--- src/design/revo_timing_pkg.sv ---
package revo_timing_pkg;

	localparam int BUNCH_WIDTH = 11;
	localparam int FRAME_WIDTH = 4;

	// frame9 marks the start of every ninth revolution
	localparam int FRAMES_PER_SUPERFRAME = 9;

	typedef logic [BUNCH_WIDTH-1:0] bunch_t;
	typedef logic [FRAME_WIDTH-1:0] frame_t;

	// receiver link alignment state
	typedef enum logic [1:0] {
		SYNC_SEARCH = 2'd0,
		SYNC_CHECK  = 2'd1,
		SYNC_LOCKED = 2'd2
	} sync_state_t;

	typedef struct packed {
		logic   revo;       // missing transition seen on the link
		logic   link_fault; // line stuck
		bunch_t bunch;
		frame_t frame;
		logic   frame9;     // bunch 0 of frame 0
	} revo_status_t;

endpackage

--- src/design/trigger_pkg.sv ---
package trigger_pkg;

	localparam int MARKER_COUNT = 4;
	localparam int PRESCALE_WIDTH = 5;
	localparam int MATCH_COUNT_WIDTH = 32;

	typedef struct packed {
		revo_timing_pkg::bunch_t                                  position;
		logic [revo_timing_pkg::FRAMES_PER_SUPERFRAME-1:0] frame_mask; // one bit per frame
	} bunch_marker_t;

	typedef bunch_marker_t [MARKER_COUNT-1:0] marker_config_t;

	// log2 of the prescale factor
	typedef logic [PRESCALE_WIDTH-1:0] prescale_t;

	typedef logic [MATCH_COUNT_WIDTH-1:0] match_count_t;

endpackage

--- src/design/revo_generator.sv ---
module revo_generator #(
	parameter int BUNCHES_PER_REVO = 40
) (
	input  logic clock,
	input  logic reset,
	output logic link_out
);
	import revo_timing_pkg::*;

	localparam bunch_t BUNCH_LAST = bunch_t'(BUNCHES_PER_REVO - 1);

	bunch_t bunch;

	always_ff @(posedge clock) begin
		if (reset) begin
			bunch <= '0;
			link_out <= 1'b0;
		end else begin
			if (bunch == BUNCH_LAST) begin
				bunch <= '0; // line holds here to mark the revo
			end else begin
				bunch <= bunch + 1'b1;
				link_out <= ~link_out;
			end
		end
	end

endmodule

--- src/design/revo_decoder.sv ---
module revo_decoder (
	input  logic clock,
	input  logic reset,
	input  logic link_in,
	output logic revo,
	output logic link_fault
);

	logic link_q;
	logic link_prev;
	logic [1:0] fill; // two real samples needed before comparing
	logic held;
	logic held_q;

	// no transition between the last two samples
	assign held = fill[1] && (link_q == link_prev);

	always_ff @(posedge clock) begin
		link_q <= link_in;
		link_prev <= link_q;
	end

	always_ff @(posedge clock) begin
		if (reset) begin
			fill <= '0;
			held_q <= 1'b0;
			revo <= 1'b0;
			link_fault <= 1'b0;
		end else begin
			fill <= {fill[0], 1'b1};
			held_q <= held;
			revo <= held && !held_q;      // first held sample only
			link_fault <= held && held_q; // held twice in a row
		end
	end

endmodule

--- src/design/revo_sync_control.sv ---
module revo_sync_control #(
	parameter int BUNCHES_PER_REVO = 40,
	parameter int PULSE_COUNT_MIN = 4
) (
	input  logic clock,
	input  logic reset,
	input  revo_timing_pkg::revo_status_t status,
	input  logic trigger_enable,
	output logic align,
	output logic frame_zero,
	output logic locked,
	output logic trigger_allowed
);
	import revo_timing_pkg::*;

	localparam bunch_t BUNCH_LAST = bunch_t'(BUNCHES_PER_REVO - 1);
	localparam int COUNT_WIDTH = $clog2(PULSE_COUNT_MIN + 1);
	localparam logic [COUNT_WIDTH-1:0] COUNT_LAST = COUNT_WIDTH'(PULSE_COUNT_MIN - 1);

	sync_state_t state;
	logic [COUNT_WIDTH-1:0] good_count;
	logic at_wrap;
	logic good_revo;
	logic lost;

	// a revo is expected exactly on the last bunch
	assign at_wrap = (status.bunch == BUNCH_LAST);
	assign good_revo = status.revo && at_wrap;

	// misplaced revo, missing revo or stuck line
	assign lost = status.link_fault || (status.revo != at_wrap);

	always_ff @(posedge clock) begin
		if (reset) begin
			state <= SYNC_SEARCH;
			good_count <= '0;
			align <= 1'b0;
			frame_zero <= 1'b0;
			locked <= 1'b0;
			trigger_allowed <= 1'b0;
		end else begin
			align <= 1'b0;
			frame_zero <= 1'b0;
			trigger_allowed <= locked && trigger_enable;
			case (state)
				SYNC_SEARCH: begin
					if (status.revo && !status.link_fault) begin
						align <= 1'b1; // counter restarts at bunch 0
						good_count <= '0;
						state <= SYNC_CHECK;
					end
				end
				SYNC_CHECK: begin
					if (lost) begin
						state <= SYNC_SEARCH;
					end else if (good_revo) begin
						if (good_count == COUNT_LAST) begin
							frame_zero <= 1'b1;
							locked <= 1'b1;
							state <= SYNC_LOCKED;
						end else begin
							good_count <= good_count + 1'b1;
						end
					end
				end
				SYNC_LOCKED: begin
					if (lost) begin
						locked <= 1'b0;
						state <= SYNC_SEARCH;
					end
				end
				default: begin
					locked <= 1'b0;
					state <= SYNC_SEARCH;
				end
			endcase
		end
	end

endmodule

--- src/design/bunch_frame_counter.sv ---
module bunch_frame_counter #(
	parameter int BUNCHES_PER_REVO = 40
) (
	input  logic clock,
	input  logic reset,
	input  logic revo,
	input  logic link_fault,
	input  logic align,
	input  logic frame_zero,
	output revo_timing_pkg::revo_status_t status
);
	import revo_timing_pkg::*;

	localparam bunch_t BUNCH_LAST = bunch_t'(BUNCHES_PER_REVO - 1);
	localparam frame_t FRAME_LAST = frame_t'(FRAMES_PER_SUPERFRAME - 1);

	bunch_t bunch_q;
	frame_t frame_q;
	bunch_t bunch_now;
	frame_t frame_now;
	frame_t frame_inc;

	assign frame_inc = (frame_q == FRAME_LAST) ? '0 : frame_q + 1'b1;

	// the strobe cycle itself is shown as bunch 0
	assign bunch_now = (align || frame_zero) ? '0 : bunch_q;
	assign frame_now = frame_zero ? '0 : frame_q;

	always_ff @(posedge clock) begin
		if (reset) begin
			bunch_q <= '0;
			frame_q <= FRAME_LAST; // first wrap lands on frame 0
		end else if (frame_zero) begin
			bunch_q <= bunch_t'(1);
			frame_q <= '0;
		end else if (align) begin
			bunch_q <= bunch_t'(1);
			frame_q <= frame_inc;
		end else if (bunch_q == BUNCH_LAST) begin
			bunch_q <= '0;
			frame_q <= frame_inc;
		end else begin
			bunch_q <= bunch_q + 1'b1;
		end
	end

	always_comb begin
		status.revo = revo;
		status.link_fault = link_fault;
		status.bunch = bunch_now;
		status.frame = frame_now;
		status.frame9 = (bunch_now == '0) && (frame_now == '0);
	end

endmodule

--- src/design/bunch_marker_matcher.sv ---
module bunch_marker_matcher (
	input  logic clock,
	input  logic reset,
	input  revo_timing_pkg::revo_status_t status,
	input  trigger_pkg::marker_config_t markers,
	output logic match
);
	import trigger_pkg::*;

	logic [MARKER_COUNT-1:0] hit;

	always_comb begin
		for (int i = 0; i < MARKER_COUNT; i++) begin
			hit[i] = (markers[i].position == status.bunch)
				&& markers[i].frame_mask[status.frame];
		end
	end

	always_ff @(posedge clock) begin
		if (reset) begin
			match <= 1'b0;
		end else begin
			match <= |hit; // coincident markers give one pulse
		end
	end

endmodule

--- src/design/trigger_prescaler.sv ---
module trigger_prescaler (
	input  logic clock,
	input  logic reset,
	input  logic match,
	input  logic trigger_allowed,
	input  trigger_pkg::prescale_t prescale,
	output logic trigger
);
	import trigger_pkg::*;

	match_count_t count;
	match_count_t mask;

	// low N bits of the count
	assign mask = (match_count_t'(1) << prescale) - 1'b1;

	always_ff @(posedge clock) begin
		if (reset) begin
			count <= '0;
			trigger <= 1'b0;
		end else if (!trigger_allowed) begin
			count <= '0;
			trigger <= 1'b0;
		end else begin
			// fires on the 2^N-th match
			trigger <= match && ((count & mask) == mask);
			if (match) begin
				count <= count + 1'b1;
			end
		end
	end

endmodule

--- src/design/revo_timing_top.sv ---
module revo_timing_top #(
	parameter int BUNCHES_PER_REVO = 40,
	parameter int PULSE_COUNT_MIN = 4
) (
	input  logic clock,
	input  logic reset,
	input  logic link_in,
	input  logic trigger_enable,
	input  trigger_pkg::marker_config_t markers,
	input  trigger_pkg::prescale_t prescale,
	output logic link_out,
	output logic locked,
	output logic frame9,
	output logic trigger
);
	import revo_timing_pkg::*;

	revo_status_t status;
	logic revo;
	logic link_fault;
	logic align;
	logic frame_zero;
	logic trigger_allowed;
	logic match;

	assign frame9 = status.frame9;

	revo_generator #(
		.BUNCHES_PER_REVO(BUNCHES_PER_REVO)
	) u_generator (
		.clock(clock),
		.reset(reset),
		.link_out(link_out)
	);

	revo_decoder u_decoder (
		.clock(clock),
		.reset(reset),
		.link_in(link_in),
		.revo(revo),
		.link_fault(link_fault)
	);

	bunch_frame_counter #(
		.BUNCHES_PER_REVO(BUNCHES_PER_REVO)
	) u_counter (
		.clock(clock),
		.reset(reset),
		.revo(revo),
		.link_fault(link_fault),
		.align(align),
		.frame_zero(frame_zero),
		.status(status)
	);

	revo_sync_control #(
		.BUNCHES_PER_REVO(BUNCHES_PER_REVO),
		.PULSE_COUNT_MIN(PULSE_COUNT_MIN)
	) u_control (
		.clock(clock),
		.reset(reset),
		.status(status),
		.trigger_enable(trigger_enable),
		.align(align),
		.frame_zero(frame_zero),
		.locked(locked),
		.trigger_allowed(trigger_allowed)
	);

	bunch_marker_matcher u_matcher (
		.clock(clock),
		.reset(reset),
		.status(status),
		.markers(markers),
		.match(match)
	);

	trigger_prescaler u_prescaler (
		.clock(clock),
		.reset(reset),
		.match(match),
		.trigger_allowed(trigger_allowed),
		.prescale(prescale),
		.trigger(trigger)
	);

endmodule

--- config.mk ---
export PLATFORM = sky130hd
export DESIGN_NAME = revo_timing_top
export DESIGN_NICKNAME = d
export VERILOG_FILES = /design/src/design/revo_timing_pkg.sv /design/src/design/trigger_pkg.sv /design/src/design/revo_generator.sv /design/src/design/revo_decoder.sv /design/src/design/revo_sync_control.sv /design/src/design/bunch_frame_counter.sv /design/src/design/bunch_marker_matcher.sv /design/src/design/trigger_prescaler.sv /design/src/design/revo_timing_top.sv
export SDC_FILE = /design/constraint.sdc
export NUM_CORES = 1
export LEC_CHECK = 0
export ABC_AREA = 1
export BUFFER_PORTS_ARGS = -buffer_cell sky130_fd_sc_hd__buf_4
export CAP_MARGIN = 40
export CORE_MARGIN = 10
export CORE_UTILIZATION = 53
export DETAILED_ROUTE_END_ITERATION = 10
export PLACE_DENSITY = 0.77
export SLEW_MARGIN = 30
export SYNTH_ARGS = -nofsm -noshare
export SYNTH_HDL_FRONTEND = slang
export SYNTH_HIERARCHICAL = 1
export SYNTH_SLANG_ARGS = --single-unit
--- constraint.sdc ---
create_clock -name clock -period 2.2 [get_ports clock]
set_input_delay 0.22 -clock clock [delete_from_list [all_inputs] [get_ports clock]]
set_output_delay 0.22 -clock clock [all_outputs]
set_load 0.02 [all_outputs]
# Word-level counts from Yosys, hierarchy flattened
# Cells that the tools add are included.
# classes
addsub	6
order_cmp	1
n_eq_ne	22
n_shift	1
mux	36
n_bitwise	6
n_reduce_logical	32
# ops
operator	count
11-bit == test	4
11-bit by 6-bit == test with 1-bit output, second input constant	3
32-bit by 1-bit adder with 32-bit output, second input constant	1
32-bit AND	1
32-bit == test	1
1-bit by 5-bit << shifter with 32-bit output, first input constant	1
32-bit by 1-bit subtractor with 32-bit output, second input constant	1
11-bit by 1-bit adder with 11-bit output, second input constant	2
4-bit two-way mux	5
1-bit binary-select mux with 4-bit select	4
1-bit two-way mux	14
1-bit logical AND	12
3-bit two-way mux	4
4-bit OR reduction	3
11-bit zero test	1
11-bit two-way mux	1
2-bit two-way mux	5
5-bit AND reduction	2
2-bit by 1-bit != test with 1-bit output, second input constant	4
2-bit OR reduction	4
3-bit by 1-bit != test with 1-bit output, second input constant	2
2-bit one-hot mux with 3 select lines	1
3-bit one-hot mux with 2 select lines	1
4-bit by 5-bit < comparator with 1-bit output, second input constant	1
other kinds (18)	26
# word_totals
register_bits	77
elab_cells	126

# Longest topological paths before layout
# logic_depth
depth_word	7
depth_mapped	17

# Hierarchy
# Netlist, hierarchy kept.
# modules_own_cells
module	instances	cells_per_inst	area_per_inst_um2	seq_area_each_um2
trigger_prescaler	1	495	2895.3	640.6
bunch_marker_matcher	1	243	1149.9	20.0
bunch_frame_counter	1	144	955.9	300.3
revo_generator	1	84	600.6	240.2
revo_sync_control	1	73	505.5	180.2
revo_decoder	1	21	201.4	140.1

# Worst setup path before layout
# No wires, ideal clock.
# synth_timing
kind	reg-to-reg
from	register u_control.frame_zero
to	register u_control.good_count[0]
setup_time_ns	0.064
arrival_time_ns	2.409
t_required_ns	2.136
setup_slack_ns	-0.273
path_stages_with_launch	18
period_less_slack_ns	2.473
cell_sequence	dfxtp_1 buf_2 nor2_1 inv_2 clkbuf_1 nor2_1 inv_1 nor4_1 nand2_1 nor2_1 ha_1 nor2_1 nand2_1 nand2_2 clkinv_1 nor2_2 nor2_1 nor2_1
# synth_lines
item	line	source
start, declared	revo_sync_control.sv:10	output logic frame_zero,
start signal, assigned	revo_sync_control.sv:38	frame_zero <= 1'b0;
start signal, assigned	revo_sync_control.sv:43	frame_zero <= 1'b0;
start signal, assigned	revo_sync_control.sv:58	frame_zero <= 1'b1;
end signal, assigned	revo_sync_control.sv:62	good_count <= good_count + 1'b1;
end, declared	revo_sync_control.sv:21	logic [COUNT_WIDTH-1:0] good_count;

==> flow_metrics.env <==
export IMPL_status="finished clean"
export IMPL_synthesis_area_um2=6310
export IMPL_drcViolationCount=0
export IMPL_r2r_start="u_control/align"
export IMPL_r2r_cells=15
export IMPL_io_pins=93
export IMPL_hold_path_class="in -> reg"
export IMPL_path_buf_inv=2
export IMPL_synth_top_flop_cell="dfxtp_1"
export IMPL_critPathKind="reg -> reg"
export IMPL_clockBufferDepth=2
export IMPL_synth_area_leaders="dfxtp_1, nand2_1, nor2_1"
export IMPL_syn_num_nets=1158
export IMPL_yosysTopAreaCell="dfxtp_1"
export IMPL_finalWeightedCongestion=0.919
export IMPL_core_um2=11500
export IMPL_r2r_end="u_control/good_count[1]"
export IMPL_multi_input_area_um2=4090
export IMPL_fmax_mhz=461
export IMPL_crit_path_end="u_control/good_count[1]"
export IMPL_finalMaxSlewViolations=0
export IMPL_wl_per_cell_um=13.1
export IMPL_grt_overflow_total=0
export IMPL_root_buffer="clkbuf_16"
export IMPL_grt_use_total_pct=19.8
export IMPL_area_growth_pct=21.5
export IMPL_setup_viol=0
export IMPL_dpl_cell_count=1298
export IMPL_pwr_density_cell_nw_per_um2=443
export IMPL_cts_sinks=76
export IMPL_clk_latency_ps=340
export IMPL_p_leak_nw=3.67
export IMPL_worstPathRequired_ps=2480
export IMPL_fin_skew_ps=4.04
export IMPL_synth_top_cell_area_share_pct=24.1
export IMPL_fin_nets=1271
export IMPL_die_area_um2=16700
export IMPL_synth_common_cells="nand2_1, nor2_1, inv_1"
export IMPL_fill_cells=1056
export IMPL_die_y_um=129
export IMPL_rsz0062_at_grt="true"
export IMPL_wl_met2_mm=7.65
export IMPL_route_met3_wl_mm=1.18
export IMPL_avgSynthCellArea_um2=5.95
export IMPL_yosysMostFrequentCell="nand2_1"
export IMPL_cts_tree="yes"
export IMPL_finalPower_mw=3.40
export IMPL_die_w_um=129
export IMPL_synth_seq_area_share_pct=24.1
export IMPL_drive_gt1_share_pct=20.0
export IMPL_power_ir_vdd_worst_v=0.000508
export IMPL_crit_chain="nor2_4, clkinv_4, nor2_4, inv_2, nor4_2, nand2_1, nor2_2, ha_4, nor2_4, nand2_2, nand2_4, nand3_2, nand2_1, nand2_1, nor2_1"
export IMPL_cp_num_cells=15
export IMPL_cts_buffers_inserted=9
export IMPL_critPathTopFamily="simple AND/OR/NAND/NOR gates"
export IMPL_drt_iter0_markers=610
export IMPL_antenna_found_initial=0
export IMPL_cp_start_kind="register"
export IMPL_fin_crit_ps=2170
export IMPL_first_pass_iters=5
export IMPL_cap_violations=0
export IMPL_slowest_delay_ps=330
export IMPL_tightest_slew_ps=502
export IMPL_synth_ff_latch_count=76
export IMPL_grt_pass1_wl_mm=27.9
export IMPL_vias_per_cell=5.19
export IMPL_seqCellArea_um2=1530
export IMPL_syn_inst=1060
export IMPL_initial_core_util_pct=54.8
export IMPL_synth_async_sr_flop_share_pct=0
export IMPL_routed_wl_mm=17.3
export IMPL_critPathMaxFanout=7
export IMPL_detailed_place_hpwl_mm=13.4
export IMPL_wl_met1_mm=8.28
export IMPL_htreeDepth=3
export IMPL_final_antenna_net_count=0
export IMPL_clkTransAtPathRegs_ps=60
export IMPL_finalNonFillerCells=1321
export IMPL_grt_max_degree=23
export IMPL_via_count=6855
export IMPL_period_share_pct=98.6
export IMPL_n_antenna_cell=0
export IMPL_synth_distinct_cells=48
export IMPL_synth_edff_count=0
export IMPL_grt_pass1_vias=5987
export IMPL_max_slew_margin_pct=66.3
export IMPL_r2r_setup_slack_ps=30
export IMPL_topRoutingLayerUsed="met4"
export IMPL_port_buffers=92
export IMPL_end_kind="register"
export IMPL_crit_start="u_control/align"
export IMPL_critPathArrivalTime_ps=2450
export IMPL_num_rows=39
export IMPL_crit_slowest_cell="dfxtp_2"
export IMPL_hold_viol=0
export IMPL_yosys_warnings=6
==> per-layer routing <==
metal  track usage, %  up-vias
li1                 -     3593
met1             27.6     3035
met2             31.1      204
met3             3.51       23
met4             4.68        0
met5                0        -
==> area by class of cell <==
cell class                 instances  share of cell area (%)
clock buffer                      12                    3.21
tap                              143                    2.33
timing repair buffer             130                    12.8
multi-input combinational        793                    53.3
sequential                        76                    19.9
inverter                         163                    8.11
clock inverter                     4                   0.326
==> cell usage in the layout (no fill, tap or decap), drive strengths merged, types with 3 or more instances in the layout <==
cell type and n:
xor2 16, inv 161, buf 129, a21oi 40, a31oi 4, o21ai 19
nor3 26, nor2 177, clkbuf 12, dfxtp 76, nand4 35, nand2 299
nor4 7, nand3 111, clkinv 4, nand3b 13, a41oi 3, ha 9
xnor2 18
==> metrics by stage <==
stage                     TNS, ps  utilization (%)  instance area (um2)  setup slack, ps  hold slack, ps
after floorplan                 0                -                 6330             14.8             248
after global placement          0             62.9                 7250              125             325
after detailed placement        0             62.9                 7250             80.7             326
after CTS                       0             65.4                 7530             51.0            97.5
after global routing         -588             66.6                 7670             -153             127
final                           0             66.6                 7670             30.6             106
==> kinds of logic (layout without fill, tap and decap cells) <==
group	Yosys count	count (layout)	share of synthesized area (%)
AOI/OAI and AO/OA	77	77	7.10
adders and majority gates	9	9	1.79
buffers and inverters	191	309	12.7
DFF	76	76	24.1
and+or+nand+nor	673	673	49.6
xor gates and xnor gates	34	34	4.72
==> timing repair <==
action / 4_1_cts / 5_1_grt
setup buffers: 0 / 6
resized for setup: 0 / 28
endpoints found under the hold margin: 1 / 0
endpoints found under the setup margin: 0 / 9
hold buffers: 1 / 0
==> worst min-delay path by stage <==
stage	to	slack [ps]	depth (start not counted)	startpoint
final	u_control/trigger_allowed	110	3	trigger_enable
after global placement	u_decoder/link_q	330	1	link_in
after floorplan	u_decoder/link_q	250	0	link_in
after detailed placement	u_decoder/link_q	330	1	link_in
after CTS	u_control/trigger_allowed	100	3	trigger_enable
after global routing	u_control/trigger_allowed	130	3	trigger_enable
==> report_power, final <==
group / internal [mW] / total [mW] / switching [mW]
clock network: 0.790 / 1.35 / 0.560
registers: 1.40 / 1.42 / 0.0187
logic: 0.288 / 0.629 / 0.342
total: 2.48 / 3.40 / 0.920
==> worst reg2reg max path: stages (launching register included) <==
cell      delay, ps
dfxtp_2         330
nor2_4          160
clkinv_4        120
nor2_4          130
inv_2            40
nor4_2          190
nand2_1          90
nor2_2          180
ha_4            230
nor2_4          160
nand2_2          90
nand2_4          80
nand3_2          90
nand2_1          90
nand2_1          60
nor2_1           80
==> sequential cells by signal, summed over array words and instances, names as in the netlist, 2 cells and up <==
| name | cells |
|---|---|
| u_prescaler/count | 31 |
| u_counter/bunch_q | 11 |
| u_generator/bunch | 11 |
| u_counter/frame_q | 4 |
| u_control/good_count | 3 |
| u_control/state | 2 |
| u_decoder/fill | 2 |
(Power assumes the default switching activity.)
